===== src/hdl/lsu_cfg.svh =====
`ifndef LSU_CFG_SVH
`define LSU_CFG_SVH

// Load/store buffer depth is a power of two so the pointers wrap on their own
`define LSU_SLB_DEPTH 8

// Pointer width into the load/store buffer
`define LSU_SLB_AW 3

// Byte address width of the data RAM
`define LSU_RAM_AW 10

// Number of bytes in the data RAM
`define LSU_RAM_DEPTH (1 << `LSU_RAM_AW)

`endif


===== src/hdl/lsuPkg.sv =====
package lsuPkg;

    typedef logic [31:0] addrT;
    typedef logic [31:0] dataT;

    // 0 is a byte, 1 a half word, 2 a word
    typedef logic [1:0] lenT;

    // Reorder tag that travels with every request
    typedef logic [3:0] nickT;

    // Bit 1 means idle and accepting, bit 0 means busy with a store
    typedef logic [1:0] mcWaitT;

    typedef enum logic [1:0] {
        MC_IDLE,
        MC_ACCESS,
        MC_FINISH
    } mcStateT;

endpackage


===== src/hdl/memCtrl.sv =====
`timescale 1ns/1ps
`include "lsu_cfg.svh"

module memCtrl (
    input  logic                    clk,
    input  logic                    rst,
    input  logic                    rdy,
    input  logic                    mcEn,
    input  logic                    mcLs,
    input  lsuPkg::addrT            mcAddr,
    input  lsuPkg::dataT            mcData,
    input  lsuPkg::lenT             mcLen,
    output lsuPkg::mcWaitT          mcWait,
    output logic                    mcDone,
    output lsuPkg::dataT            mcRdData,
    output logic                    ramWe,
    output logic [`LSU_RAM_AW-1:0]  ramAddr,
    output byte                     ramWdata,
    input  byte                     ramRdata
);
    import lsuPkg::*;

    mcStateT    state;
    logic       lsReg;
    dataT       dataReg;
    logic [1:0] cnt;        // Byte now on the RAM port
    logic [1:0] nextCnt;
    logic [1:0] lastIdx;
    logic       rdValid;    // RAM output holds a load byte
    logic [1:0] rdLane;
    dataT       rdBuf;
    dataT       rdMerged;

    assign nextCnt = cnt + 2'd1;

    assign mcWait = (state == MC_IDLE) ? 2'b10 : {1'b0, lsReg};

    always_comb begin
        rdMerged = rdBuf;
        if (rdValid) begin
            rdMerged[8*rdLane +: 8] = ramRdata;
        end
    end

    always_ff @(posedge clk) begin
        if (rst) begin
            state  <= MC_IDLE;
            lsReg  <= 1'b0;
            cnt    <= '0;
            ramWe  <= 1'b0;
            mcDone <= 1'b0;
        end else if (rdy) begin
            mcDone <= 1'b0;
            case (state)
                MC_IDLE: begin
                    if (mcEn) begin
                        state    <= MC_ACCESS;
                        lsReg    <= mcLs;
                        dataReg  <= mcData;
                        lastIdx  <= {mcLen[1], |mcLen};     // Bytes minus one
                        cnt      <= '0;
                        ramWe    <= mcLs;
                        ramAddr  <= mcAddr[`LSU_RAM_AW-1:0];
                        ramWdata <= mcData[7:0];
                    end
                end
                MC_ACCESS: begin
                    if (cnt == lastIdx) begin
                        state <= MC_FINISH;
                        ramWe <= 1'b0;
                    end else begin
                        cnt      <= nextCnt;
                        ramAddr  <= ramAddr + 1'b1;
                        ramWdata <= dataReg[8*nextCnt +: 8];
                    end
                end
                MC_FINISH: begin
                    // The last load byte is still on the RAM output here
                    mcDone   <= 1'b1;
                    mcRdData <= rdMerged;
                    state    <= MC_IDLE;
                end
                default: state <= MC_IDLE;
            endcase
        end
    end

    // Read bytes are collected every clock so a pause cannot misplace a lane
    always_ff @(posedge clk) begin
        if (rst) begin
            rdValid <= 1'b0;
        end else begin
            rdValid <= (state == MC_ACCESS) && !lsReg;
        end
        rdLane <= cnt;
        if (rdy && mcEn && state == MC_IDLE) begin
            rdBuf <= '0;    // Upper lanes of short loads stay zero
        end else begin
            rdBuf <= rdMerged;
        end
    end

    // The data port must wait for idle before it starts an access
    startOnlyInIdle: assert property (@(posedge clk) disable iff (rst)
        mcEn |-> state == MC_IDLE)
        else $error("memCtrl: mcEn while an access is in progress");

endmodule


===== config.mk =====
export PLATFORM = sky130hd
export DESIGN_NAME = memCtrl
export DESIGN_NICKNAME = d
export VERILOG_FILES = /design/src/hdl/lsuPkg.sv /design/src/hdl/memCtrl.sv
export VERILOG_INCLUDE_DIRS = /design/src /design/src/hdl
export SDC_FILE = /design/constraint.sdc
export NUM_CORES = 1
export LEC_CHECK = 0
export BUFFER_PORTS_ARGS = -buffer_cell sky130_fd_sc_hd__clkbuf_2
export CORE_ASPECT_RATIO = 0.6
export CORE_MARGIN = 2
export CORE_UTILIZATION = 45
export DETAILED_ROUTE_END_ITERATION = 8
export PLACE_DENSITY_LB_ADDON = 0.3
export SLEW_MARGIN = 20
export SYNTH_ARGS = -nofsm -noshare
export SYNTH_HDL_FRONTEND = slang
export SYNTH_SLANG_ARGS = --single-unit

===== constraint.sdc =====
create_clock -name clk -period 8.25 [get_ports clk]
set_input_delay 1.65 -clock clk [delete_from_list [all_inputs] [get_ports clk]]
set_output_delay 1.65 -clock clk [all_outputs]
set_load 0.05 [all_outputs]

After elaboration in Yosys (flattened, before gate mapping)
Cells that the tools add are included.

Input port bits: 79. Register bits: 126. Output and inout port bits: 54. Logic and storage cells: 59.

Mux-type cells: 19. Reduce and logical (&&, ||, !) cells: 14. Add/sub/neg operators: 3. Bitwise gates (word level): 1. Equal/unequal tests: 6. Shift operators: 3.

Operators with widths (count): $neg 5->34 (1); $shift 8x34->32 const A (1); $shiftx 8x34->32 (1); $bwmux 32 (1); $mux 32 (1); $shiftx 32x6->8 (1); $mux 10 (2); $pmux 10 s2 (1); $mux 8 (2); $pmux 8 s2 (1); $reduce_and 4->1 (3); $add 10x1->10 const B (1); $mux 2 (5); $reduce_and 3->1 (3); $pmux 2 s2 (2); $ne 2x2->1 const B (3); $reduce_and 5->1 (1); $logic_and 1x1->1 (3); $mux 1 (3); $add 2x1->2 const B (1); $eq 2x1->1 const B (1); $eq 2x2->1 (1); $eq 2x2->1 const B (1); $logic_not 2->1 (1); 5 further kinds (5).

Depth between registers and ports, before layout
Depth after elaboration: 4. Depth in mapped cells: 6. Mapped depth without buffers: 6.

Worst setup path after synthesis
OpenSTA, ideal clock, no wires.

Kind: input port to flip-flop. From: input port mcEn. To: register dataReg[0], enable pin. Required time: 7.825 ns. Path slack: 4.345 ns. Stages on the path: 3. Setup time: 0.425 ns. Arrival time: 3.479 ns. Path buffers: 1. Path through: nand3_1 clkbuf_1 nor2_1.

Word-level cells in the longest chain between the ends: 1.

RTL lines: start: declaration (line memCtrl.sv:8) `input logic mcEn,`; $reduce_and 4->1 (no source line); end signal: assignment (line memCtrl.sv:59) `dataReg <= mcData;`; end: declaration (line memCtrl.sv:25) `dataT dataReg;`.

No other way between the ends. A chain may end at the register's enable or synchronous reset.

Final worst setup path
From: input port rdy. To: register dataReg[0], enable pin.

Word-level cells in the longest chain between the ends: 1.

RTL lines: start: declaration (line memCtrl.sv:7) `input logic rdy,`; $reduce_and 4->1 (no source line).

No other way between the ends.

==> impl_table.tex <==
\begin{tabular}{lr}
\hline
Metric & Value \\
\hline
\multicolumn{2}{l}{\textbf{Outcome}} \\
\quad Run status & finished, final reports clean \\
\multicolumn{2}{l}{\textbf{STA}} \\
\quad Fin Clk Skew & 0.00901 ns \\
\quad Count of pins over their slew limit & 0 \\
\quad Fraction of the cycle the final worst path needs & 0.395 \\
\quad Setup total negative slack & 0 ns \\
\quad Remaining max-slew budget at the tightest pin & 0.294 \\
\quad Measured slew at the worst slew-check pin & 1.06 ns \\
\quad Max frequency & 0.307 GHz \\
\quad Final hold violations & 0 \\
\quad Setup violators final & 0 \\
\quad Final min period & 3.26 ns \\
\quad Setup repair after global routing missed its margin & false \\
\multicolumn{2}{l}{\textbf{Drt}} \\
\quad Antenna viol nets, final & 0 \\
\quad Pre-antenna DRT Iters & 5 \\
\quad DRT iter0 DRCs & 161 \\
\quad Detailed-route via count & 3,078 \\
\quad Average wire per cell in the routed design & 16.8 um \\
\quad Drt via density & 5.06 \\
\quad Detailed-route DRC error count & 0 \\
\quad Routed Wire Length & 10.2 mm \\
\multicolumn{2}{l}{\textbf{Setup path}} \\
\quad Arrival time at the worst endpoint & 3.29 ns \\
\quad Req. time, crit path & 8.27 ns \\
\quad Maximum fanout along the worst path & 35 \\
\quad Crit Path Category & in -> reg \\
\quad Nature of the critical path startpoint & input pin \\
\quad Worst setup EP type & register \\
\multicolumn{2}{l}{\textbf{Synthesis}} \\
\quad Top-area cell type share of the netlist area & 0.521 \\
\quad Post-synth design cell area & 0.00485 sq mm \\
\quad Ranking of synthesized cells by area & edfxtp\_1, dfxtp\_1, a22o\_1 \\
\quad Number of enable-type register cells in the synthesized netlist & 84 \\
\quad Count leader, synth & edfxtp\_1 \\
\quad Post-synthesis sequential element count & 126 \\
\quad Synthesized instance count & 337 \\
\quad Post-synthesis cell type count & 37 \\
\quad Post-synthesis async set-or-reset flop share & 0 \\
\quad Avg Synthesized Cell Area & 14.4 sq um \\
\quad Dominant synthesized flop cell & edfxtp\_1 \\
\quad Synth Net Count & 422 \\
\quad Top cell types by occurrence after synthesis & edfxtp\_1, nand2\_1, dfxtp\_1 \\
\quad Sequential area share after synthesis & 0.694 \\
\quad Largest area contributor in the synthesized netlist & edfxtp\_1 \\
\quad Total of warnings raised by yosys & 0 \\
\multicolumn{2}{l}{\textbf{Pwr}} \\
\quad Worst IR drop on VDD & 0.188 mV \\
\quad Power density over the cells & 251 mW/mm\^{}2 \\
\quad Leak & 0.00254 uW \\
\multicolumn{2}{l}{\textbf{Global route}} \\
\quad Global-route wire length before repair & 16.4 mm \\
\quad Global route overflow & 0 \\
\quad Number of antenna violations at the first check in global routing & 0 \\
\quad Pin count of the biggest net entering global routing & 36 \\
\quad Vias in the first global route & 3,011 \\
\quad Gr usage total & 0.189 \\
\multicolumn{2}{l}{\textbf{CTS}} \\
\quad CTS Hold Buffers Added & 0 \\
\quad Insertion delay to the later sink of the worst-skew pair & 0.40 ns \\
\quad Clock buffer depth & 2 \\
\quad Clock sink count & 126 \\
\quad H-tree levels & 4 \\
\quad Post\_cts resized & 0 \\
\quad CTS Root Buffer Type & clkbuf\_16 \\
\quad CTS buffer count & 17 \\
\quad Clock-pin slew on the worst setup and hold paths & 0.06 ns \\
\quad CTS tree & done \\
\quad Buffer count from post-CTS setup fixing & 0 \\
\multicolumn{2}{l}{\textbf{Floorplanning}} \\
\quad Row Count & 29 \\
\quad Core area & 0.0105 sq mm \\
\quad Overall die height & 84.4 um \\
\quad Top-Level Pins & 133 \\
\quad Area of the die & 0.0116 sq mm \\
\quad Effective utilization at floorplan & 0.461 \\
\quad Die boundary width & 138 um \\
\multicolumn{2}{l}{\textbf{Final layout}} \\
\quad Filler-free cell count of the finished design & 608 \\
\quad Number of filler instances in the final layout & 856 \\
\quad Area added between synthesis and finish & 27.6\% \\
\quad ANT cells & 0 \\
\quad Post-layout net count & 541 \\
\quad Proportion of layout cells with a drive suffix above 1 & 0.350 \\
\multicolumn{2}{l}{\textbf{Min path}} \\
\quad Type of the tightest min-delay check & reg -> reg \\
\multicolumn{2}{l}{\textbf{Placement}} \\
\quad Placed wire-length estimate & 6.80 mm \\
\quad Port bufs & 110 \\
\quad Cell total after placement & 576 \\
\quad RePlAce Congestion & 0.764 \\
\multicolumn{2}{l}{\textbf{Flow run}} \\
\quad Max capacitance violation total & 0 \\
\hline
\end{tabular}
## final timing paths
path	startpoint	end	slack, ns	depth (start not counted)
worst min-delay path	mcDone	mcDone	0.47	1
worst max-delay path	rdy	dataReg[0]	4.99	3
worst min register to register	mcDone	mcDone	0.47	1
worst max register to register	state[0]	dataReg[0]	5.71	3
## cell type report
type                       count  area (sq um)  share of cell area
tap                          139           174              0.0281
timing repair buffer         111           558              0.0902
multi-input combinational    196          1450               0.234
sequential                   126          3360               0.544
clock buffer                  19           475              0.0769
clock inverter                13           150              0.0243
inverter                       4          15.0             0.00243
## metal layers
metal  GRT usage  part of all wire
met4      0.0529             0.011
met1       0.278              0.48
met5           0                 0
met2       0.275              0.45
met3      0.0525             0.062
## sequential cells by signal (all words and copies together), names as in the netlist
signal and flops:
cnt 2, rdBuf 32, rdLane 2, ramWe 1, state 2, ramAddr 10, dataReg 32, lsReg 1
rdValid 1, lastIdx 2, ramWdata 8, mcDone 1, mcRdData 32
## cells by family (layout without fill, tap and decap cells)
kind of cell / after synthesis / in the layout / share of synthesized area
multiplexers: 8 / 8 / 0.0372
adder cells (fa/ha/maj): 6 / 6 / 0.0155
AND/OR/NAND/NOR: 120 / 120 / 0.141
AO/OA/AOI/OAI: 52 / 52 / 0.0813
XOR/XNOR: 10 / 10 / 0.0181
flip-flops: 126 / 126 / 0.694
buffers and inverters: 15 / 147 / 0.0129
## critical path: stages
cell      delay, ns
clkbuf_2       0.16
nand3_2        0.52
nor2_4         0.93
## cell usage in the layout, fill, tap and decap left out, drive strengths merged, types with 2 or more instances in the layout
| cell type | n |
|---|---|
| clkbuf | 129 |
| edfxtp | 84 |
| nand2 | 47 |
| dfxtp | 42 |
| and2 | 33 |
| a22o | 32 |
| o21ai | 10 |
| mux4 | 8 |
| nor2 | 8 |
| inv | 8 |
| nand3 | 7 |
| xor2 | 6 |
| ha | 6 |
| nand4 | 4 |
| and3 | 4 |
| xnor2 | 4 |
| a21oi | 4 |
| clkinv | 4 |
| nor2b | 4 |
| clkinvlp | 3 |
| nor4b | 2 |
| nor3b | 2 |
| nand2b | 2 |
| or2 | 2 |
| a31oi | 2 |
| bufinv | 2 |
## metrics by stage
step	util	hold slack (ns)	worst slack [ns]	power (uW)	instance area, sq um
floorplan	-	0.388	4.35	759	4850
global placement	0.527	0.433	4.12	789	5550
detailed placement	0.527	0.450	4.05	792	5550
CTS	0.587	0.464	4.47	1570	6180
global route	0.588	0.507	4.75	1610	6180
finish	0.588	0.466	4.99	1550	6180
## power breakdown
part / internal (uW) / switching [uW]
Sequential: 689 / 7.94
Combinational: 28.7 / 53.1
Clock: 486 / 286
Total: 1200 / 347
Power figures use the tool's default switching activity.
