<file path="config.mk">
export PLATFORM = sky130hd
export DESIGN_NAME = dataPort
export DESIGN_NICKNAME = d
export VERILOG_FILES = /design/src/hdl/lsu_cfg.svh /design/src/hdl/lsuPkg.sv /design/src/hdl/dataPort.sv
export SDC_FILE = /design/constraint.sdc
export NUM_CORES = 1
export LEC_CHECK = 0
export ABC_AREA = 1
export BUFFER_PORTS_ARGS = -buffer_cell sky130_fd_sc_hd__buf_2
export CORE_MARGIN = 5
export CORE_UTILIZATION = 37
export DETAILED_ROUTE_END_ITERATION = 12
export GPL_ROUTABILITY_DRIVEN = 0
export HOLD_SLACK_MARGIN = 0.03
export PLACE_DENSITY = 0.74
export SETUP_SLACK_MARGIN = 0.05
export SYNTH_ARGS = -nofsm -noshare
export SYNTH_HDL_FRONTEND = slang
export SYNTH_SLANG_ARGS = --single-unit
export TNS_END_PERCENT = 10
</file>
<file path="constraint.sdc">
create_clock -name clk -period 2.5 [get_ports clk]
set_input_delay 0.5 -clock clk [delete_from_list [all_inputs] [get_ports clk]]
set_output_delay 0.5 -clock clk [all_outputs]
set_load 0.05 [all_outputs]
</file>
<file path="src/hdl/lsu_cfg.svh">
`ifndef LSU_CFG_SVH
`define LSU_CFG_SVH

// Load/store buffer depth is a power of two so the pointers wrap on their own
`define LSU_SLB_DEPTH 8

// Pointer width into the load/store buffer
`define LSU_SLB_AW 3

// Byte address width of the data RAM
`define LSU_RAM_AW 10

// Number of bytes in the data RAM
`define LSU_RAM_DEPTH (1 << `LSU_RAM_AW)

`endif

</file>
<file path="src/hdl/lsuPkg.sv">
package lsuPkg;

    typedef logic [31:0] addrT;
    typedef logic [31:0] dataT;

    // 0 is a byte, 1 a half word, 2 a word
    typedef logic [1:0] lenT;

    // Reorder tag that travels with every request
    typedef logic [3:0] nickT;

    // Bit 1 means idle and accepting, bit 0 means busy with a store
    typedef logic [1:0] mcWaitT;

    typedef enum logic [1:0] {
        MC_IDLE,
        MC_ACCESS,
        MC_FINISH
    } mcStateT;

endpackage

</file>
<file path="src/hdl/dataPort.sv">
`timescale 1ns/1ps

module dataPort (
    input  logic            clk,
    input  logic            rst,
    input  logic            rdy,
    input  lsuPkg::mcWaitT  mcWait,
    input  logic            mcDone,
    input  lsuPkg::dataT    mcRdData,
    output logic            mcEn,
    output logic            mcLs,
    output lsuPkg::addrT    mcAddr,
    output lsuPkg::dataT    mcData,
    output lsuPkg::lenT     mcLen,
    output logic            slbEnOut,
    input  logic            issueEn,
    input  logic            issueLs,
    input  lsuPkg::addrT    issueAddr,
    input  lsuPkg::dataT    issueData,
    input  lsuPkg::lenT     issueLen,
    input  lsuPkg::nickT    issueNick,
    output logic            slbDone,
    output lsuPkg::dataT    slbData,
    output lsuPkg::nickT    slbNick
);
    import lsuPkg::*;

    nickT nick;     // Tag of the request now in memory
    logic occupied;

    assign slbEnOut = !rst && rdy && !occupied && mcWait[1];

    always_ff @(posedge clk) begin
        if (rst) begin
            mcEn     <= 1'b0;
            slbDone  <= 1'b0;
            occupied <= 1'b0;
        end else if (rdy) begin
            if (mcDone) begin
                slbDone  <= 1'b1;
                slbData  <= mcRdData;
                slbNick  <= nick;
                occupied <= 1'b0;
            end else begin
                slbDone <= 1'b0;
            end

            if (issueEn) begin
                mcEn     <= 1'b1;
                mcLs     <= issueLs;
                mcAddr   <= issueAddr;
                mcData   <= issueData;
                mcLen    <= issueLen;
                nick     <= issueNick;
                occupied <= 1'b1;
            end else begin
                mcEn <= 1'b0;
            end
        end
    end

    // The buffer may only issue while slbEnOut is high
    singleOutstanding: assert property (@(posedge clk) disable iff (rst)
        issueEn |-> !occupied)
        else $error("dataPort: issue while a request is outstanding");

endmodule

</file>
Word-level counts from Yosys, hierarchy flattened

Cells that the tools add are included.

Flip-flop bits (word level): 110
Input bits: 110
Output and inout port bits: 106
Logic and storage cells: 24

Mux-type cells: 4
Bitwise logic cells: 1
Reduce and logical (&&, ||, !) cells: 9

Operators with widths:

| kind                | number |
|---|---|
| 3-bit AND reduction | 2 |
| 1-bit two-way mux   | 4 |
| 1-bit logical AND   | 3 |
| 1-bit logical NOT   | 2 |
| 2-bit AND reduction | 1 |
| 2-bit nonzero test  | 1 |
| 1-bit NOT           | 1 |

Depth between registers and ports, before layout

Gate-level depths: netlist (run 1).

Word-level depth: 4
Mapped depth: 3
Gate-level depth less buffers: 3

Least setup slack after synthesis (run 1)

No wires, ideal clock.

Path type: input -> register
Start point: input rst
End point: register mcAddr[0], enable pin
Setup time: 0.425 ns
Data arrival time: 2.050 ns
Required time: 2.075 ns
Path slack: 0.025 ns
Cell stages on the path: 3
Buffers on the path: 0
Path through: inv_2 -> nand3_2 -> inv_1

Cells in the longest elaborated chain, start to end: 2

RTL lines:

| what                          | RTL line       | text |
|---|---|---|
| from (decl)                   | dataPort.sv:5  | `input logic rst,` |
| 1-bit NOT (no line)           | n/a            |  |
| 3-bit AND reduction (no line) | n/a            |  |
| to (signal assigned)          | dataPort.sv:51 | `mcAddr <= issueAddr;` |
| to (decl)                     | dataPort.sv:12 | `output lsuPkg::addrT mcAddr,` |

Every way passes these cells.
A chain may end at the register's enable or synchronous reset.

Worst setup path after layout (run 1)

Start point: input rst
End point: output slbEnOut

Cells in the longest elaborated chain, start to end: 4

RTL lines:

| what                           | RTL line       | text |
|---|---|---|
| 1-bit logical NOT              | dataPort.sv:31 | `assign slbEnOut = !rst && rdy && !occupied && mcWait[1];` |
| 1-bit logical AND (3 in a row) | dataPort.sv:31 |  |
| to (decl)                      | dataPort.sv:15 | `output logic slbEnOut,` |

Every way passes these cells.

==> results of run 1 <==
-- registers in the layout, indices dropped and copies added (netlist names) --
name / cells
mcAddr: 32
mcData: 32
slbData: 32
nick: 4
slbNick: 4
mcLen: 2
mcEn: 1
mcLs: 1
occupied: 1
slbDone: 1
-- final cells by class --
cell class / instances / share of cell area, %
Inverter: 4 / 0.394
Sequential cell: 110 / 68.8
Tap cell: 108 / 2.84
Timing Repair Buffer: 217 / 23.2
Clock buffer: 10 / 2.68
Clock inverter: 6 / 0.920
Multi-Input combinational cell: 11 / 1.13
-- routing by layer --
metal  share of wire [%]  wire [um]  global-route usage [%]  vias to the layer above
met2                  49       3670                    22.1                      140
met1                  35       2570                    13.0                      940
li1                    -          -                       -                      948
met3                  15       1100                    7.95                       10
met4                 1.2         89                    3.84                        2
met5               0.094          7                       0                        -
-- stage by stage --
stage / setup WS, ps / util [%] / cells / instance area, sq um / hold slack [ps]
CTS: 844 / 54.3 / 466 / 4760 / 282
global route: 793 / 54.3 / 466 / 4760 / 272
global placement: 891 / 52.3 / 450 / 4590 / 405
detailed placement: 849 / 52.3 / 450 / 4590 / 406
finish: 853 / 54.3 / 466 / 4760 / 311
floorplan: 456 / - / 125 / 3350 / 400
-- kinds of logic after synthesis --
family | Yosys count | synth area share (%)
simple gates | 11 | 1.61
buf+inv | 4 | 0.449
flops | 110 | 97.9
-- layout by cell type, fill, tap and decap left out --
cell type	n
nor2_1	1
inv_1	2
buf_12	1
dfxtp_1	3
nand3_1	5
clkbuf_1	1
inv_8	1
edfxtp_1	107
buf_4	2
inv_2	1
buf_2	214
inv_6	2
clkinv_1	2
clkbuf_8	9
nand3_2	1
clkinvlp_4	2
nand2_1	4
-- power by group --
part	leakage, nW	internal, W	switching (W)
clock	0.0843	0.000371	0.000565
combinational	0.914	0.000115	0.000361
sequential	1.01	0.00211	0.0000183
-- worst paths after layout --
check	startpoint	end	slack, ps	depth (start not counted)
setup / recovery	rst	slbEnOut	850	5
hold / removal	issueAddr[1]	mcAddr[1]	310	1
setup reg to reg	nick[1]	slbNick[1]	1850	0
hold reg to reg	nick[3]	slbNick[3]	430	0
==> metrics.yaml, run 1 <==
outcome: "finished, final reports clean"
clock-sinks: 110
critical_path.top_delay_family: "buffers and inverters"
setup_violations: 0
maxCapViolCount: 0
diodes: 0
synth.lib_cells_used.distinct: 8
fin_skew_ps: 10.3
synth-seq-area-share_pct: 97.9
crit_type: "input port to output pin"
fin_nets: 463
grt_max_degree: 48
synth_edf_count: 107
synth_commonest_cells: "edfxtp_1 (107), nand3_1 (5), nand2_1 (4)"
maxSlewHeadroom_pct: 70.9
start_util_pct: 38.1
grt_pass1_vias: 2224
postSynthAreaPerCell_sq_um: 26.7
crit_required_ps: 2000
synth_seq_cells: 110
crit_buf_inv: 3
tns_ps: 0
period_share_pct: 65.9
clock_latency_ps: 350
antenna_found_initial: 1
rsz0062_at_grt: "false"
cts_tree: "yes"
p_per_area_nw_per_um2: 745
rows: 34
syn_nets: 235
yosysTopAreaCell: "edfxtp_1"
dieArea_sq_um: 11000
synthTopCellsByArea: "edfxtp_1 (96%), dfxtp_1 (1.8%), nand3_1 (0.75%)"
hpwlAfterDp_um: 5850
clock.fmax_ghz: 0.607
yosys_warnings: 0
area_growth_pct: 42.4
total_power_w: 0.00354
worst_slew_pin_slew_ps: 437
synthesis.area_sq_um: 3340
postCtsHoldBufs: 0
wl_per_cell_um: 16.0
clkTransAtPathRegs_ps: 100
nFillCells: 735
period_needed_ps: 1650
hold_viol: 0
ios: 216
die_y_um: 105
cpMostUsedCell: "buf_2"
path_cells: "buf_2, inv_2, nand3_1, nor2_1, buf_2"
drive_gt1_share_pct: 65.1
cts_buffer_depth: 2
core_region_area_sq_um: 8760
grt_first_pass_wirelength_um: 11000
synth_top_area_share_pct: 96.1
cp_max_fo: 6
synth.most_common_cell: "edfxtp_1"
endpoint_kind: "output pin"
cts_setup_buffers: 0
hold_class: "input port to flop"
die_w_um: 105
synth-main-ff-cell: "edfxtp_1"
multi_input_comb_area_sq_um: 53.8
drtAntennaViolNets: 0
slowest_delay_ps: 270
port_buffers: 214
synthCells: 125
grt_use_total_pct: 12.9
worstPathArrival_ps: 1150
num_vias: 2040
cts_htree_levels: 3
grt-ovfl-total: 0
startpoint_type: "input port"
regArea_sq_um: 3270
drc: 0
drtPass1Iterations: 4
cts_buffers: 9
cp_slowest_cell: "buf_2"
drt_iter0_drc: 45
vias_per_cell: 4.38
peakVddDrop_mv: 0.355
cts_root_buf: "clkbuf_8"
routed_wl_um: 7440
drv_slew: 0
post_cts_resized: 0
p_leak_nw: 2.01
ys_async_sr_fraction_pct: 0
Power figures use the tool's default switching activity.
==> run 2, diff against run 1 <==
ABC_AREA = 0   (was 1)
CORE_UTILIZATION = 41   (was 37)
PLACE_DENSITY = 0.78   (was 0.74)
clock period = 1.55 ns   (was 2.5 ns; I/O delays follow)
==> metrics.yaml, run 2 <==
period_needed_ps: 1510
cts_buffers: 9  # unchanged
wl_per_cell_um: 17.0  # was 16.0 um
grt_max_degree: 37  # was 48
synthCells: 121  # was 125
grt_first_pass_wirelength_um: 11400  # was 11000 um
p_per_area_nw_per_um2: 1220  # was 745 nW/um^2
maxCapViolCount: 0  # unchanged
core_region_area_sq_um: 8090  # was 8760 sq um
die_y_um: 100  # was 105 um
dp.cells: 445  # was 450
hold_class: "input port to flop"  # unchanged
worst_slew_pin_slew_ps: 276  # was 437 ps
netSwitchingPower_w: 0.00154  # was 0.000944 W
antenna_found_initial: 1  # unchanged
synth.lib_cells_used.distinct: 9  # was 8
yosys_warnings: 0  # unchanged
crit_buf_inv: 1  # was 3
synth-main-ff-cell: "edfxtp_1"  # unchanged
gr-usage-met2_pct: 25.8  # was 22.1%
grt_busiest_layer: "met2"  # unchanged
syn_nets: 231  # was 235
drv_slew: 0  # unchanged
startpoint_type: "flop"  # was input port
clock_latency_ps: 350  # about the same
start_util_pct: 41.3  # was 38.1%
period_share_pct: 97.4
min_from: "issueData[28]"  # was issueAddr[1]
tns_ps: 0  # unchanged
postCtsHoldBufs: 0  # unchanged
ios: 216  # unchanged
drive_gt1_share_pct: 67.1  # was 65.1%
num_vias: 2067  # was 2040
rows: 33  # was 34
vias_per_cell: 4.48  # was 4.38
diodes: 0  # unchanged
cp_max_fo: 2  # was 6
holdPathStages: 1  # unchanged
grt_pass1_vias: 2206  # was 2224
synthesis.area_sq_um: 3350  # was 3340 sq um
ys_async_sr_fraction_pct: 0  # unchanged
synth_edf_count: 107  # unchanged
clkTransAtPathRegs_ps: 110  # was 100 ps
port_buffers: 214  # unchanged
yosysTopAreaCell: "edfxtp_1"  # unchanged
critical_path.top_delay_family: "flip-flops"  # was buffers and inverters
largestRegisters: "mcAddr x32, mcData x32, slbData x32"  # unchanged
drtAntennaViolNets: 0  # unchanged
grt_util_met3_pct: 9.80  # was 7.95%
nFillCells: 638  # was 735
comb_power_share_pct: 13.3  # was 13.4%
synth.most_common_cell: "edfxtp_1"  # unchanged
layout_common_cells: "buf_2 (213), edfxtp_1 (107), clkbuf_8 (9), clkinv_4 (3), buf_4 (3)"  # was buf_2 (214), edfxtp_1 (107), clkbuf_8 (9), nand3_1 (5), nand2_1 (4)
swShare_pct: 26.0  # was 26.6%
area_growth_pct: 45.0  # was 42.4%
crit_required_ps: 1240  # was 2000 ps
min_to: "mcData[28]"  # was mcAddr[1]
postSynthAreaPerCell_sq_um: 27.7  # was 26.7 sq um
synthTopCellsByArea: "edfxtp_1 (96%), dfxtp_1 (1.8%), nor4bb_2 (0.49%)"  # was edfxtp_1 (96%), dfxtp_1 (1.8%), nand3_1 (0.75%)
synth-seq-area-share_pct: 97.8  # was 97.9%
endpoint_kind: "output pin"  # unchanged
power_frac_seq_pct: 58.3  # was 60.2%
rrSetupSlack_ps: 770  # was 1850 ps
drc: 0  # unchanged
cts_tree: "yes"  # unchanged
use_met1_pct: 15.7  # was 13.0%
clock-sinks: 110  # unchanged
finalNonFillerCells: 461  # was 466
fin_skew_ps: 4.58  # was 10.3 ps
reg2reg_depth: 2  # was 0
fin_nets: 461  # was 463
cts_htree_levels: 3  # unchanged
worstPathArrival_ps: 1200  # was 1150 ps
hpwlAfterDp_um: 6250  # was 5850 um
path_cells: "nor4bb_4, buf_6"  # was buf_2, inv_2, nand3_1, nor2_1, buf_2
synth_top_area_share_pct: 96.0  # was 96.1%
maxSlewHeadroom_pct: 81.7  # was 70.9%
clkPwrFrac_pct: 28.4  # was 26.4%
synth_seq_cells: 110  # unchanged
grt-ovfl-total: 0  # unchanged
p_int_w: 0.00437  # was 0.00260 W
cts_setup_buffers: 0  # unchanged
cp_slowest_cell: "dfxtp_2"  # was buf_2
synth_commonest_cells: "edfxtp_1 (107), dfxtp_1 (3)"  # was edfxtp_1 (107), nand3_1 (5), nand2_1 (4)
outcome: "finished, final reports clean"  # unchanged
path_depth: 2  # was 5
r2r_start: "occupied"  # was nick[1]
cts_buffer_depth: 2  # unchanged
routed_wl_um: 7820  # was 7440 um
peakVddDrop_mv: 0.687  # was 0.355 mV
rsz0062_at_grt: "true"  # was false
reg2reg_to: "occupied"  # was slbNick[1]
crit_type: "flop to output pin"  # was input port to output pin
mostFrequentLayoutCell: "buf_2"  # unchanged
hold_viol: 0  # unchanged
setup_violations: 0  # unchanged
drtPass1Iterations: 4  # unchanged
clock.fmax_ghz: 0.662
total_power_w: 0.00591  # was 0.00354 W
grt_use_total_pct: 15.2  # was 12.9%
die_w_um: 100  # was 105 um
dieArea_sq_um: 10100  # was 11000 sq um
drt_iter0_drc: 48  # was 45
p_leak_nw: 2.02  # was 2.01 nW
cts_root_buf: "clkbuf_8"  # unchanged
slowest_delay_ps: 350  # was 270 ps
[run 2: changes by cell type in the layout (fill, tap and decap cells not counted), sizes merged, moves of 2 or more]
cell and change:
clkinv +2, nand2 -2, nand2b +2, nand3 -6, clkinvlp -2, a21oi +3, inv -5, buf +2
[run 2: power groups by stage]
stage	Clock [W]	Combinational, W	Sequential [W]
after floorplan	0	0.0000467	0.00397
after global placement	0	0.000779	0.00351
after detailed placement	0	0.000791	0.00351
after CTS	0.00174	0.000796	0.00345
after global routing	0.00189	0.000821	0.00346
final	0.00168	0.000788	0.00344
[run 2: timing repair]
item                                    in CTS  in global routing
pin swaps                                    1                  0
endpoints found under the setup margin       1                  1
resized for setup                            4                  0
[run 2: routing by layer]
metal / share of wire [%] / vias up
li1: - / 943
met1: 35 / 957
met2: 48 / 157
met3: 17 / 8
met4: 0.69 / 2
met5: 0.17 / -
[run 2: worst max-delay path by stage]
| stage | slack [ps] | end | startpoint |
|---|---|---|---|
| after global placement | 140 | slbEnOut | rdy |
| after detailed placement | 130 | slbEnOut | rdy |
| after CTS | 4 | slbEnOut | occupied |
| after global routing | -30 | slbEnOut | occupied |
| after floorplan | -280 | mcAddr[0] | rdy |
| final | 40 | slbEnOut | occupied |
[run 2: cell families (layout without fill, tap and decap cells)]
logic type,after synthesis,after routing,share of synthesized area (%)
AND/OR/NAND/NOR,7,7,1.31
buffers and inverters,0,235,0
flip-flops,110,110,97.8
AO/OA/AOI/OAI,4,4,0.860
[run 2: area by class of cell]
class	count	area (sq um)	share of cell area [%]
clock inverter	6	71.3	1.47
timing repair buffer	219	1140	23.5
sequential	110	3270	67.5
multi-input combinational	11	108	2.22
tap	105	131	2.71
clock buffer	10	128	2.63
[run 2: worst register-to-register path, stage by stage, from the launching register on]
cell	delay, ps
dfxtp_2	360
a21bo_1	220
a21oi_2	130
[run 2: metrics by stage]
stage	setup slack, ps	hold slack [ps]	area (sq um)	utilization, %
2_1_floorplan	-280	372	3370	-
3_3_place_gp	137	401	4640	57.3
3_5_place_dp	135	416	4640	57.3
4_1_cts	3.67	92.4	4850	60.0
5_1_grt	-33.8	75.1	4850	60.0
6_report	40.1	115	4850	60.0
