## src/hdl/lsu_cfg.svh

```systemverilog
`ifndef LSU_CFG_SVH
`define LSU_CFG_SVH

// Load/store buffer depth is a power of two so the pointers wrap on their own
`define LSU_SLB_DEPTH 8

// Pointer width into the load/store buffer
`define LSU_SLB_AW 3

// Byte address width of the data RAM
`define LSU_RAM_AW 10

// Number of bytes in the data RAM
`define LSU_RAM_DEPTH (1 << `LSU_RAM_AW)

`endif

```

## src/hdl/lsuPkg.sv

```systemverilog
package lsuPkg;

    typedef logic [31:0] addrT;
    typedef logic [31:0] dataT;

    // 0 is a byte, 1 a half word, 2 a word
    typedef logic [1:0] lenT;

    // Reorder tag that travels with every request
    typedef logic [3:0] nickT;

    // Bit 1 means idle and accepting, bit 0 means busy with a store
    typedef logic [1:0] mcWaitT;

    typedef enum logic [1:0] {
        MC_IDLE,
        MC_ACCESS,
        MC_FINISH
    } mcStateT;

endpackage

```

## src/hdl/loadStoreBuffer.sv

```systemverilog
`timescale 1ns/1ps
`include "lsu_cfg.svh"

module loadStoreBuffer (
    input  logic          clk,
    input  logic          rst,
    input  logic          rdy,
    input  logic          reqEn,
    input  logic          reqLs,
    input  lsuPkg::addrT  reqAddr,
    input  lsuPkg::dataT  reqData,
    input  lsuPkg::lenT   reqLen,
    input  lsuPkg::nickT  reqNick,
    output logic          slbFull,
    input  logic          slbEnOut,
    output logic          issueEn,
    output logic          issueLs,
    output lsuPkg::addrT  issueAddr,
    output lsuPkg::dataT  issueData,
    output lsuPkg::lenT   issueLen,
    output lsuPkg::nickT  issueNick,
    input  logic          slbDone,
    input  lsuPkg::dataT  slbData,
    input  lsuPkg::nickT  slbNick,
    output logic          respDone,
    output lsuPkg::dataT  respData,
    output lsuPkg::nickT  respNick
);
    import lsuPkg::*;

    localparam int depth = `LSU_SLB_DEPTH;

    logic entryLs   [depth];
    addrT entryAddr [depth];
    dataT entryData [depth];
    lenT  entryLen  [depth];
    nickT entryNick [depth];

    logic [`LSU_SLB_AW-1:0] headPtr;
    logic [`LSU_SLB_AW-1:0] tailPtr;
    logic [`LSU_SLB_AW:0]   count;
    logic                   push;
    logic                   empty;

    assign empty   = (count == '0);
    assign slbFull = (count == depth[`LSU_SLB_AW:0]);

    // Requests queue up even while rdy is low
    assign push = reqEn && !slbFull;

    // The data port drops slbEnOut as soon as it has taken the head entry
    assign issueEn   = slbEnOut && !empty;
    assign issueLs   = entryLs[headPtr];
    assign issueAddr = entryAddr[headPtr];
    assign issueData = entryData[headPtr];
    assign issueLen  = entryLen[headPtr];
    assign issueNick = entryNick[headPtr];

    always_ff @(posedge clk) begin
        if (push) begin
            entryLs[tailPtr]   <= reqLs;
            entryAddr[tailPtr] <= reqAddr;
            entryData[tailPtr] <= reqData;
            entryLen[tailPtr]  <= reqLen;
            entryNick[tailPtr] <= reqNick;
        end
    end

    always_ff @(posedge clk) begin
        if (rst) begin
            headPtr <= '0;
            tailPtr <= '0;
            count   <= '0;
        end else begin
            if (push) begin
                tailPtr <= tailPtr + 1'b1;
            end
            if (issueEn) begin
                headPtr <= headPtr + 1'b1;
            end
            case ({push, issueEn})
                2'b10:   count <= count + 1'b1;
                2'b01:   count <= count - 1'b1;
                default: count <= count;
            endcase
        end
    end

    // The data port holds slbDone through a pause, so only an active cycle reports it
    always_ff @(posedge clk) begin
        if (rst) begin
            respDone <= 1'b0;
        end else begin
            respDone <= rdy && slbDone;
        end
    end

    always_ff @(posedge clk) begin
        if (rdy && slbDone) begin
            respData <= slbData;
            respNick <= slbNick;
        end
    end

    // The core must watch slbFull before it sends
    noPushWhenFull: assert property (@(posedge clk) disable iff (rst)
        reqEn |-> !slbFull)
        else $error("loadStoreBuffer: request sent while the buffer is full");

    // Pointers and count must agree whenever the head entry leaves
    noIssueWhenEmpty: assert property (@(posedge clk) disable iff (rst)
        issueEn |-> (headPtr != tailPtr) || (count == depth[`LSU_SLB_AW:0]))
        else $error("loadStoreBuffer: issue from an empty buffer");

endmodule

```

## config.mk

```make
export PLATFORM = sky130hd
export DESIGN_NAME = loadStoreBuffer
export DESIGN_NICKNAME = d
export VERILOG_FILES = /design/src/hdl/lsuPkg.sv /design/src/hdl/loadStoreBuffer.sv
export VERILOG_INCLUDE_DIRS = /design/src /design/src/hdl
export SDC_FILE = /design/constraint.sdc
export NUM_CORES = 1
export LEC_CHECK = 0
export BUFFER_PORTS_ARGS = -buffer_cell sky130_fd_sc_hd__buf_2
export CAP_MARGIN = 20
export CORE_MARGIN = 2
export CORE_UTILIZATION = 59
export DETAILED_ROUTE_END_ITERATION = 6
export GPL_TIMING_DRIVEN = 0
export HOLD_SLACK_MARGIN = 0.12
export PLACE_DENSITY = 0.8
export SYNTH_ARGS = -nofsm -noshare
export SYNTH_HDL_FRONTEND = slang
export SYNTH_SLANG_ARGS = --single-unit
```

## constraint.sdc

```tcl
create_clock -name clk -period 11.9 [get_ports clk]
set_input_delay 2.38 -clock clk [delete_from_list [all_inputs] [get_ports clk]]
set_output_delay 2.38 -clock clk [all_outputs]
set_load 0.1 [all_outputs]
```

### Yosys cells after proc, flatten, opt, wreduce, memory -nomap -nowiden

Memory sizes are Yosys's and may differ from the RTL's. A register that Yosys moved wholly into a read port is not among the register bits.
Cells that the tools add are included.

| word-level totals | value |
|---|---|
| register bits after elaboration | 47 |
| RAM bits | 568 |
| input bits | 113 |
| output and inout port bits | 110 |
| word-level logic and storage cells | 38 |
| memories kept | 5 |

Memories:

| memory | words | bits a word | rd ports | clocked after Yosys merged registers in | write ports | RTL line | RTL |
|---|---|---|---|---|---|---|---|
| entryAddr | 8 | 32 | 1 | 1 | 1 | loadStoreBuffer.sv:34 | `addrT entryAddr [depth];` |
| entryData | 8 | 32 | 1 | 1 | 1 | loadStoreBuffer.sv:35 | `dataT entryData [depth];` |
| entryNick | 8 | 4 | 1 | 1 | 1 | loadStoreBuffer.sv:37 | `nickT entryNick [depth];` |
| entryLen | 8 | 2 | 1 | 1 | 1 | loadStoreBuffer.sv:36 | `lenT entryLen [depth];` |
| entryLs | 8 | 1 | 1 | 1 | 1 | loadStoreBuffer.sv:33 | `logic entryLs [depth];` |

| operators by class | value |
|---|---|
| add/sub/neg operators | 4 |
| equal/unequal tests | 3 |
| multiplexer cells | 13 |
| reduce and logical (&&, ||, !) cells | 7 |

Operators by type and width:

| kind | number |
|---|---|
| 3-bit 2-to-1 mux | 10 |
| 4-bit case mux with 2 select lines | 1 |
| 3-bit by 1-bit adder with 3-bit output (second input constant) | 2 |
| 4-bit by 1-bit adder with 4-bit output (second input constant) | 1 |
| 4-bit equality test (second input constant) | 1 |
| 4-bit zero test | 1 |
| 4-bit by 1-bit subtractor with 4-bit output (second input constant) | 1 |
| 1-bit logical AND | 3 |
| 2-bit by 1-bit equality test with 1-bit output (second input constant) | 1 |
| 2-bit equality test (second input constant) | 1 |
| 1-bit zero test | 2 |
| 1-bit 2-to-1 mux | 2 |
| 2-bit nonzero test | 1 |

### Logic depth before layout (Yosys ltp)

Gate-level depths: netlist (run 1).

| depth | value |
|---|---|
| depth in word-level cells | 5 |
| depth in mapped cells | 11 |
| depth with buffers taken out | 9 |

### Worst setup path after synthesis (run 1)

No wires, ideal clock.

| timing path | value |
|---|---|
| path kind | input-to-reg |
| start | in reqEn |
| end | mem entryAddr[0][0] (netlist bit) (enable) |
| setup time | 675 ps |
| arrival | 9202 ps |
| required time | 11225 ps |
| slack | 2023 ps |
| cell stages on the path | 2 |
| path buffers | 0 |
| cell sequence | nand2_2 > nor4_1 |

| on the way | value |
|---|---|
| word-level cells in the longest chain between the ends | 3 |

Ends and longest elaborated chain:

| what | RTL line | RTL |
|---|---|---|
| start, declared | loadStoreBuffer.sv:8 | `input logic reqEn,` |
| 1-bit logical AND | loadStoreBuffer.sv:49 | `assign push = reqEn && !slbFull;` |
| 1-bit 2-to-1 mux | loadStoreBuffer.sv:60 | `if (push) begin` |
| 1-bit 2-to-1 mux (not written as such) | loadStoreBuffer.sv:62 | `entryAddr[tailPtr] <= reqAddr;` |
| end, declared | loadStoreBuffer.sv:34 |  |

No other way between the ends.

==> metrics.md, run 1 <==
| Metric | Value |
|---|---|
| Placed Cells incl. Taps | `1726` |
| Core box area | `38650 sq um` |
| CP max FO | `10` |
| Yosys warning total | `0` |
| Die H | `201.6 microns` |
| Final Net Count | `1385` |
| Initial antenna violation count | `9` |
| Starting density of the core | `0.5963` |
| Syn Inst Count | `933` |
| Post-synth EDFFs | `604` |
| Clk_skew | `0.01705 ns` |
| Worst path max stage delay | `0.61 ns` |
| Final WS setup | `6.107 ns` |
| Clk_lat worst skew | `0.60 ns` |
| Final core occ | `0.7023` |
| Postcts setup bufs | `0` |
| Startpoint types | `flop` |
| Adder-cell share of the synthesized area | `0.002714` |
| Setup violators final | `0` |
| Setup TNS | `0 ns` |
| Main synth FF type | `edfxtp_1` |
| H-tree depth | `2` |
| Final period util | `0.4868` |
| Mean Syn Cell Area | `24.70 sq um` |
| Flops & latches, synth | `618` |
| Pre-CTS setup slack | `6.249 ns` |
| Slew margin rel. | `0.3390` |
| WP data required | `9.52 ns` |
| Worst Tran Pin Value | `0.9861 ns` |
| Total gr overflow | `0` |
| CP endpoint kind | `output pin` |
| CTS sink cnt | `618` |
| Routed len/inst | `24.49 microns` |
| Vias | `10700` |
| Initial DRT Pass Iterations | `5` |
| Run status | `complete, no violations` |
| Worst path slowest cell | `clkbuf_1` |
| GP Congestion | `0.7036` |
| Cell Rows | `72` |
| Pin count of the biggest net entering global routing | `27` |
| Tot GR Track Use | `0.2252` |
| Full die area | `40660 sq um` |
| First-pass GRT wire length | `67390 microns` |
| Crit path DAT | `3.41 ns` |
| Hold Path Class | `reg2reg` |
| # IOs | `223` |
| Hold WS | `0.5743 ns` |
| Layout area overhead | `17.77%` |
| Post-synthesis compound-gate area fraction | `0.002280` |
| Post-DP HPWL | `28680 microns` |
| Final non-filler cell total | `1830` |
| Unique cell type count in the Yosys netlist | `30` |
| CTS tree | `yes` |
| Crit-path cells | `clkbuf_1 > clkbuf_1 > buf_2 > mux4_2 > mux2_2 > buf_2` |
| Most frequent cells in the layout | `edfxtp_1, buf_2, mux4_2, mux2_2, clkbuf_16` |
| Cell area after synthesis | `23050 sq um` |
| Critical path class | `reg2out` |
| Final WL | `44820 microns` |
| Max IR drop VDD | `0.1889 mV` |
| Largest family of logic cells by synthesized area | `multiplexers` |
| Simple-gate share of the synthesized area | `0.007492` |
| Syn nets | `1051` |
| Share of cells above drive strength 1 | `0.4575` |
| Cts bufs inserted | `57` |
| FILL cells | `2285` |
| Detailed Route Iter0 Violations | `884` |
| Resize count post-CTS | `0` |
| Unrepaired setup endpoints after global routing | `no` |
| Worst-path clk slew | `0.06 ns` |
| Cts hold-fix bufs | `0` |
| XOR/XNOR Fraction of Synth Area | `0.002660` |
| Sequential fraction of the synthesis area | `0.7991` |
| Pwr/cell area | `218.6 nW/um^2` |
| Commonest non-fill, non-tap cell in the layout | `edfxtp_1` |
| Via count of the first global-routing pass | `11190` |
| Fmax | `172.6 MHz` |
| Async SR Flop Fraction | `0` |
| Count of input and output buffers | `222` |
| Clk root buf | `clkbuf_16` |
| Leak | `8.961 nW` |
| Final antenna-violating net count | `0` |
| Fin. Hold Viols | `0` |
| Period minus WS final | `5.793 ns` |
| Final slew viol count | `0` |
| Vias per std cell | `5.844` |
| Residual DRC | `0` |
| Mux cell area share after synthesis | `0.1748` |
| Chip width | `201.6 microns` |
| Max Cap Viol | `0` |
| Clock Tree Buf Depth | `3` |
-- layout make-up --
type	count	area, sq um	area share
timing repair buffer	275	1732	0.06380
inverter	1	3.754	0.0001383
multi-input combinational	271	4427	0.1631
clock buffer	68	1488	0.05481
antenna	5	12.51	0.0004610
tap	518	648.1	0.02388
clock inverter	31	167.7	0.006177
buffer	43	247.7	0.009127
sequential	618	18420	0.6785
-- registers in the layout (all words and copies together) (netlist names), 3 cells and up, named ones only --
name,cells
entryLs,8
entryLen,16
respData,32
respNick,4
entryNick,32
count,4
entryAddr,256
tailPtr,3
headPtr,3
entryData,256
-- power by group --
part           internal [W]  switching (W)  leakage (nW)
Combinational      0.000508        0.00125          2.53
Sequential          0.00251      0.0000299          5.61
Clock              0.000903       0.000735         0.819
Total               0.00392        0.00201          8.96
-- final timing paths --
kind	start	end	slack [ns]	depth (start not counted)
max	flop	issueData[17]	6.11	6
min	count[2]$_SDFFE_PP0P_	count[2]$_SDFFE_PP0P_	0.57	2
max reg2reg	count[1]$_SDFFE_PP0P_	entryData[4][12]$_DFFE_PP_	8.85	8
min reg2reg	count[2]$_SDFFE_PP0P_	count[2]$_SDFFE_PP0P_	0.57	2
-- synthesized netlist by cell type, drive strengths merged, types with 2 or more instances --
cell type / count / area share
nor3: 4 / 0.00087
xor2: 6 / 0.0023
nor2: 13 / 0.0021
a21oi: 3 / 0.00065
nand2b: 3 / 0.00081
nor2b: 2 / 0.00054
mux2i: 2 / 0.00087
dfxtp: 14 / 0.012
mux4: 142 / 0.14
edfxtp: 604 / 0.79
nand3: 3 / 0.00065
buf: 25 / 0.0078
mux2: 72 / 0.035
o21ai: 2 / 0.00043
nand2: 5 / 0.00092
clkbuf: 18 / 0.0029
ha: 5 / 0.0027
-- cell families (layout without fill, tap and decap cells) --
group / Yosys count / in the layout
flops: 618 / 618
mux: 216 / 216
buf+inv: 44 / 418
fa+ha+maj: 5 / 5
xor+xnor: 7 / 7
other cells: 0 / 5
compound gates: 8 / 8
simple gates: 35 / 35
-- metrics by stage --
step / power, W / instance area (sq um)
after floorplan: 0.004025 / 23050
after CTS: 0.005982 / 27130
after global placement: 0.004336 / 24810
after detailed placement: 0.004357 / 25480
after global routing: 0.006127 / 27140
final: 0.005935 / 27140
-- critical path: cells and delay by family (launching register included) --
family | cells | cell delay (ns)
buffers and inverters | 4 | 1.83
DFF | 1 | 0.31
muxes | 2 | 0.67
-- routing by layer --
layer / wire, microns / vias up / global-route usage
li1: - / 4645 / -
met1: 18430 / 5585 / 0.3151
met2: 22350 / 374 / 0.3663
met3: 2751 / 83 / 0.04244
met4: 1224 / 8 / 0.07405
met5: 58 / - / 0
Power figures use the tool's default switching activity.
==> run 2: changes to the inputs <==
Settings changed: CORE_UTILIZATION 59 to 53, PLACE_DENSITY 0.8 to 0.75.
Clock period 11.9 ns to 5 ns, I/O delays scaled along.
==> metrics.md, run 2 (synthesis results as in run 1) <==
| Metric | Value |
|---|---|
| Run status | `complete, no violations (unchanged)` |
| Total gr overflow | `0 (unchanged)` |
| Cts bufs inserted | `60 (was 57)` |
| # IOs | `223 (unchanged)` |
| Worst-path clk slew | `0.06 ns (about the same)` |
| Commonest non-fill, non-tap cell in the layout | `edfxtp_1 (unchanged)` |
| Initial antenna violation count | `5 (was 9)` |
| Startpoint types | `flop (unchanged)` |
| H-tree depth | `2 (unchanged)` |
| Cts hold-fix bufs | `0 (unchanged)` |
| Cell Rows | `76 (was 72)` |
| Final slew viol count | `0 (unchanged)` |
| Crit path DAT | `3.38 ns (was 3.41 ns)` |
| Worst r2r src | `count[1]$_SDFFE_PP0P_ (unchanged)` |
| Count of input and output buffers | `222 (unchanged)` |
| CTS sink cnt | `618 (unchanged)` |
| Clk_skew | `0.01494 ns (was 0.01705 ns)` |
| Post-DP HPWL | `29750 microns (was 28680 microns)` |
| Setup violators final | `0 (unchanged)` |
| Worst Setup EP | `issueData[22] (was issueData[17])` |
| Layout area overhead | `20.13% (was 17.77%)` |
| Hold Path Class | `reg2reg (unchanged)` |
| Period minus WS final | `4.384 ns` |
| Clock Tree Buf Depth | `3 (unchanged)` |
| Chip width | `212.5 microns (was 201.6 microns)` |
| CP endpoint kind | `output pin (unchanged)` |
| Max Cap Viol | `0 (unchanged)` |
| Final non-filler cell total | `1897 (was 1830)` |
| WP data required | `4.00 ns (was 9.52 ns)` |
| Resize count post-CTS | `0 (unchanged)` |
| Final Net Count | `1383 (was 1385)` |
| CTS tree | `yes (unchanged)` |
| Largest regs | `entryAddr x256, entryData x256 (unchanged)` |
| Full die area | `45170 sq um (was 40660 sq um)` |
| Initial DRT Pass Iterations | `5 (unchanged)` |
| CP max FO | `10 (unchanged)` |
| FILL cells | `2884 (was 2285)` |
| Postcts setup bufs | `0 (unchanged)` |
| Residual DRC | `0 (unchanged)` |
| Fmax | `228.1 MHz` |
| FF-to-FF path depth | `9 (was 8)` |
| Vias per std cell | `5.577 (was 5.844)` |
| Final period util | `0.8768` |
| Worst path max stage delay | `0.64 ns (was 0.61 ns)` |
| Vias | `10580 (was 10700)` |
| Share of cells above drive strength 1 | `0.4573 (was 0.4575)` |
| Tot GR Track Use | `0.2078 (was 0.2252)` |
| Placed Cells incl. Taps | `1788 (was 1726)` |
| Slew margin rel. | `0.3423 (was 0.3390)` |
| R2r setup slk | `1.94 ns (was 8.85 ns)` |
| Core box area | `42980 sq um (was 38650 sq um)` |
| FF-to-FF End | `entryData[3][27]$_DFFE_PP_ (was entryData[4][12]$_DFFE_PP_)` |
| Starting density of the core | `0.5362 (was 0.5963)` |
| Crit-path cells | `clkbuf_1 > clkbuf_1 > buf_2 > mux4_2 > mux2_2 > buf_2 (unchanged)` |
| Die H | `212.5 microns (was 201.6 microns)` |
| Critical path class | `reg2out (unchanged)` |
| GP Congestion | `0.7149 (was 0.7036)` |
| Max IR drop VDD | `0.4820 mV (was 0.1889 mV)` |
| First-pass GRT wire length | `67690 microns (was 67390 microns)` |
| Leak | `9.118 nW (was 8.961 nW)` |
| Unrepaired setup endpoints after global routing | `no (unchanged)` |
| Pwr/cell area | `530.7 nW/um^2 (was 218.6 nW/um^2)` |
| Via count of the first global-routing pass | `11130 (was 11190)` |
| Worst path slowest cell | `clkbuf_1 (unchanged)` |
| Final antenna-violating net count | `0 (unchanged)` |
| Detailed Route Iter0 Violations | `864 (was 884)` |
| Worst Tran Pin Value | `0.9812 ns (was 0.9861 ns)` |
| Final WL | `45520 microns (was 44820 microns)` |
| Fin. Hold Viols | `0 (unchanged)` |
| Final core occ | `0.6442 (was 0.7023)` |
| Clk root buf | `clkbuf_16 (unchanged)` |
| Routed len/inst | `23.99 microns (was 24.49 microns)` |
| Clk_lat worst skew | `0.62 ns (was 0.60 ns)` |
| Most frequent cells in the layout | `edfxtp_1, buf_2, mux4_2, mux2_2, clkbuf_16 (unchanged)` |
| Pin count of the biggest net entering global routing | `26 (was 27)` |
-- run 2: cell count changes in the layout (fill, tap and decap cells not counted), moves of 2 or more --
cell        change
buf_4          -13
buf_16         +11
clkinv_2       -10
bufinv_16       +6
clkbuf_16       +4
buf_12          -3
buf_6           -3
buf_8           +3
clkbuf_1        +3
diode_2         -3
clkinvlp_4      +2
inv_6           +2
-- run 2: stage by stage --
stage / instance area, sq um / setup TNS (ns) / hold slack, ns / power (W) / setup slack [ns]
6_report: 27690 / 0 / 0.5220 / 0.01469 / 0.6162
5_1_grt: 27680 / 0 / 0.5230 / 0.01518 / 0.4368
4_1_cts: 27680 / 0 / 0.5176 / 0.01484 / 0.4795
3_5_place_dp: 25730 / 0 / 0.5149 / 0.01040 / 1.168
3_3_place_gp: 24900 / -2521.08 / 0.5029 / 0.01033 / -6.849
2_1_floorplan: 23060 / -373.38 / 0.4847 / 0.009569 / -1.593
-- run 2: power breakdown --
part,switching (W),internal (W)
Clock,0.00183,0.00263
Combinational,0.00298,0.00121
Sequential,0.0000705,0.00597
-- run 2: worst min path at each step --
stage / startpoint / to / slack (ns) / cells past startpoint
floorplan: headPtr[2]$_SDFFE_PP0P_ / flop / 0.48 / 2
global placement: headPtr[2]$_SDFFE_PP0P_ / flop / 0.50 / 2
detailed placement: headPtr[2]$_SDFFE_PP0P_ / headPtr[2]$_SDFFE_PP0P_ / 0.51 / 2
CTS: slbData[2] / respData[2]$_DFFE_PP_ / 0.52 / 1
global route: slbData[8] / respData[8]$_DFFE_PP_ / 0.52 / 1
finish: headPtr[2]$_SDFFE_PP0P_ / flop / 0.52 / 2
-- run 2: area by class of cell --
| class | count | area [sq um] | share of cell area |
|---|---|---|---|
| Antenna cell | 2 | 5.005 | 0.0001808 |
| Buffer | 43 | 247.7 | 0.008948 |
| Clock buffer | 76 | 1613 | 0.05825 |
| Clock inverter | 31 | 337.8 | 0.01220 |
| Inverter | 1 | 3.754 | 0.0001356 |
| Multi-Input combinational cell | 271 | 4442 | 0.1604 |
| Sequential cell | 618 | 18420 | 0.6652 |
| Tap cell | 585 | 732.0 | 0.02644 |
| Timing Repair Buffer | 270 | 1888 | 0.06819 |
-- run 2: worst max-delay path: cells and delay by family, from the launching register on --
family                 cells  cell delay, ns
buffers and inverters      4            1.77
DFF                        1            0.30
muxes                      2            0.68
-- run 2: metal layers --
layer | vias to the layer above | track usage | wire, microns
li1 | 4638 | - | -
met1 | 5516 | 0.2905 | 19300
met2 | 353 | 0.3332 | 22250
met3 | 64 | 0.04815 | 3135
met4 | 8 | 0.05908 | 776
met5 | - | 0 | 53
==> run 3: changes to the inputs <==
Settings changed: CORE_MARGIN 2 to 1, REMOVE_ABC_BUFFERS set to 1.
==> metrics.md, run 3 (synthesis results as in run 1) <==
| Metric | Value |
|---|---|
| Cts hold-fix bufs | `0 (unchanged)` |
| Final slew viol count | `0 (unchanged)` |
| Worst Hold End | `headPtr[2]$_SDFFE_PP0P_` |
| Max Cap Viol | `0 (unchanged)` |
| Final period util | `0.8373 (was 0.8768)` |
| Design area | `27470 sq um (was 27690 sq um)` |
| Count of input and output buffers | `222 (unchanged)` |
| Unrepaired setup endpoints after global routing | `no (unchanged)` |
| First-pass GRT wire length | `65520 microns (was 67690 microns)` |
| Final Net Count | `1355 (was 1383)` |
| Postcts setup bufs | `0 (unchanged)` |
| Worst r2r src | `count[1]$_SDFFE_PP0P_ (unchanged)` |
| Worst Tran Pin Value | `0.8644 ns (was 0.9812 ns)` |
| Tot Pwr | `0.01446 W (was 0.01469 W)` |
| Fin. Hold Viols | `0 (unchanged)` |
| Resize count post-CTS | `0 (unchanged)` |
| CTS tree | `yes (unchanged)` |
| Die H | `210.5 microns (was 212.5 microns)` |
| Total gr overflow | `0 (unchanged)` |
| Core box area | `42980 sq um (unchanged)` |
| Cts bufs inserted | `59 (was 60)` |
| Most frequent cells in the layout | `edfxtp_1, buf_2, mux4_2, mux2_2, clkbuf_16 (unchanged)` |
| Period minus WS final | `4.187 ns (was 4.384 ns)` |
| Clk_skew | `0.02087 ns (was 0.01494 ns)` |
| Cell Rows | `76 (unchanged)` |
| Startpoint types | `flop (unchanged)` |
| Crit-path cells | `buf_16 > buf_16 > mux4_2 > mux2_2 > buf_2 (was clkbuf_1 > clkbuf_1 > buf_2 > mux4_2 > mux2_2 > buf_2)` |
| Setup violators final | `0 (unchanged)` |
| Buf/Inv on CP | `3 (was 4)` |
| Hold path cells | `2 (unchanged)` |
| Share of cells above drive strength 1 | `0.4673 (was 0.4573)` |
| Worst path max stage delay | `0.70 ns (was 0.64 ns)` |
| Pin count of the biggest net entering global routing | `61 (was 26)` |
| Worst min-delay path startpoint | `headPtr[2]$_SDFFE_PP0P_ (unchanged)` |
| Placed Area | `25550 sq um (was 25730 sq um)` |
| GP Congestion | `0.7661 (was 0.7149)` |
| R2r setup slk | `2.26 ns (was 1.94 ns)` |
| Multi-input gate area | `4427 sq um (was 4442 sq um)` |
| Leak | `9.038 nW (was 9.118 nW)` |
| CP max FO | `42 (was 10)` |
| Cell family with most CP delay | `buffers and inverters (unchanged)` |
| Clk root buf | `clkbuf_16 (unchanged)` |
| Run status | `complete, no violations (unchanged)` |
| Tot GR Track Use | `0.2004 (was 0.2078)` |
| Vias | `10570 (was 10580)` |
| Final WS setup | `0.8134 ns (was 0.6162 ns)` |
| FF-to-FF End | `entryAddr[0][16]$_DFFE_PP_ (was entryData[3][27]$_DFFE_PP_)` |
| Via count of the first global-routing pass | `11070 (was 11130)` |
| H-tree depth | `2 (unchanged)` |
| Slew margin rel. | `0.4206 (was 0.3423)` |
| Layout area overhead | `19.19% (was 20.13%)` |
| # IOs | `223 (unchanged)` |
| Hold WS | `0.5300 ns (was 0.5220 ns)` |
| Routed len/inst | `23.16 microns (was 23.99 microns)` |
| Final WL | `43380 microns (was 45520 microns)` |
| Worst-path clk slew | `0.07 ns (was 0.06 ns)` |
| Chip width | `210.5 microns (was 212.5 microns)` |
| Vias per std cell | `5.641 (was 5.577)` |
| Crit path DAT | `3.19 ns (was 3.38 ns)` |
| Starting density of the core | `0.5362 (unchanged)` |
| Final antenna-violating net count | `0 (unchanged)` |
| Hold Path Class | `reg2reg (unchanged)` |
| Sequential cell area | `18430 sq um (was 18420 sq um)` |
| Initial DRT Pass Iterations | `5 (unchanged)` |
| Critical path class | `reg2out (unchanged)` |
| FF-to-FF path depth | `8 (was 9)` |
| Pre-CTS setup slack | `1.339 ns (was 1.168 ns)` |
| Commonest non-fill, non-tap cell in the layout | `edfxtp_1 (unchanged)` |
| Fmax | `238.9 MHz (was 228.1 MHz)` |
| Post-DP HPWL | `27290 microns (was 29750 microns)` |
| Largest regs | `entryAddr x256, entryData x256 (unchanged)` |
| Clock Tree Buf Depth | `3 (unchanged)` |
| Max IR drop VDD | `0.3631 mV (was 0.4820 mV)` |
| WP data required | `4.00 ns (about the same)` |
| Clk_lat worst skew | `0.60 ns (was 0.62 ns)` |
| FILL cells | `2898 (was 2884)` |
| Residual DRC | `0 (unchanged)` |
| Pwr/cell area | `526.3 nW/um^2 (was 530.7 nW/um^2)` |
| Full die area | `44320 sq um (was 45170 sq um)` |
| CTS sink cnt | `618 (unchanged)` |
| Worst path slowest cell | `dfxtp_4 (was clkbuf_1)` |
| Initial antenna violation count | `3 (was 5)` |
| Most frequent CP cell | `buf_16` |
| Detailed Route Iter0 Violations | `714 (was 864)` |
| CP endpoint kind | `output pin (unchanged)` |
run 3: metal layers:
layer	share of wire	wire length, microns	global-route usage
met5	0.00095	41	0
met2	0.50	21480	0.3197
met3	0.070	3051	0.04276
met4	0.019	834	0.06397
met1	0.41	17980	0.2803
run 3: worst max path at each step:
stage,slack (ns),from,depth (start not counted),end
global route,0.58,flop,5,issueData[23]
finish,0.81,flop,5,issueData[10]
global placement,-11.11,reqEn,3,entryAddr[0][6]$_DFFE_PP_
detailed placement,1.34,flop,5,issueData[10]
CTS,0.68,flop,5,issueData[10]
floorplan,-3.50,reqEn,2,entryAddr[0][0]$_DFFE_PP_
run 3: stage by stage:
| stage | utilization | cells | setup TNS, ns |
|---|---|---|---|
| finish | 0.6391 | 1873 | 0 |
| global route | 0.6390 | 1871 | 0 |
| CTS | 0.6390 | 1871 | 0 |
| detailed placement | 0.5944 | 1761 | 0 |
| global placement | 0.5733 | 1697 | -3874.33 |
| floorplan | - | 890 | -907.42 |
run 3: where the power goes:
| part | internal, W | switching (W) |
|---|---|---|
| logic | 0.00119 | 0.00283 |
| clock network | 0.00251 | 0.00180 |
| registers | 0.00597 | 0.000151 |
| total | 0.00968 | 0.00478 |
run 3: worst reg2reg max path, cell delays in order (launching register included):
cell and delay [ns]:
dfxtp_1 0.46, or4b_1 0.26, nand2_2 0.18, nor4_2 0.54, buf_4 0.28, buf_4 0.20
buf_4 0.21, buf_6 0.16, buf_4 0.17
run 3: final cells by class:
class	count	area share
Clock buffer	79	0.06136
Antenna cell	2	0.0001822
Sequential cell	618	0.6709
Tap cell	585	0.02665
Multi-Input combinational cell	271	0.1612
Inverter	1	0.0001366
Clock inverter	31	0.008427
Timing Repair Buffer	286	0.07119
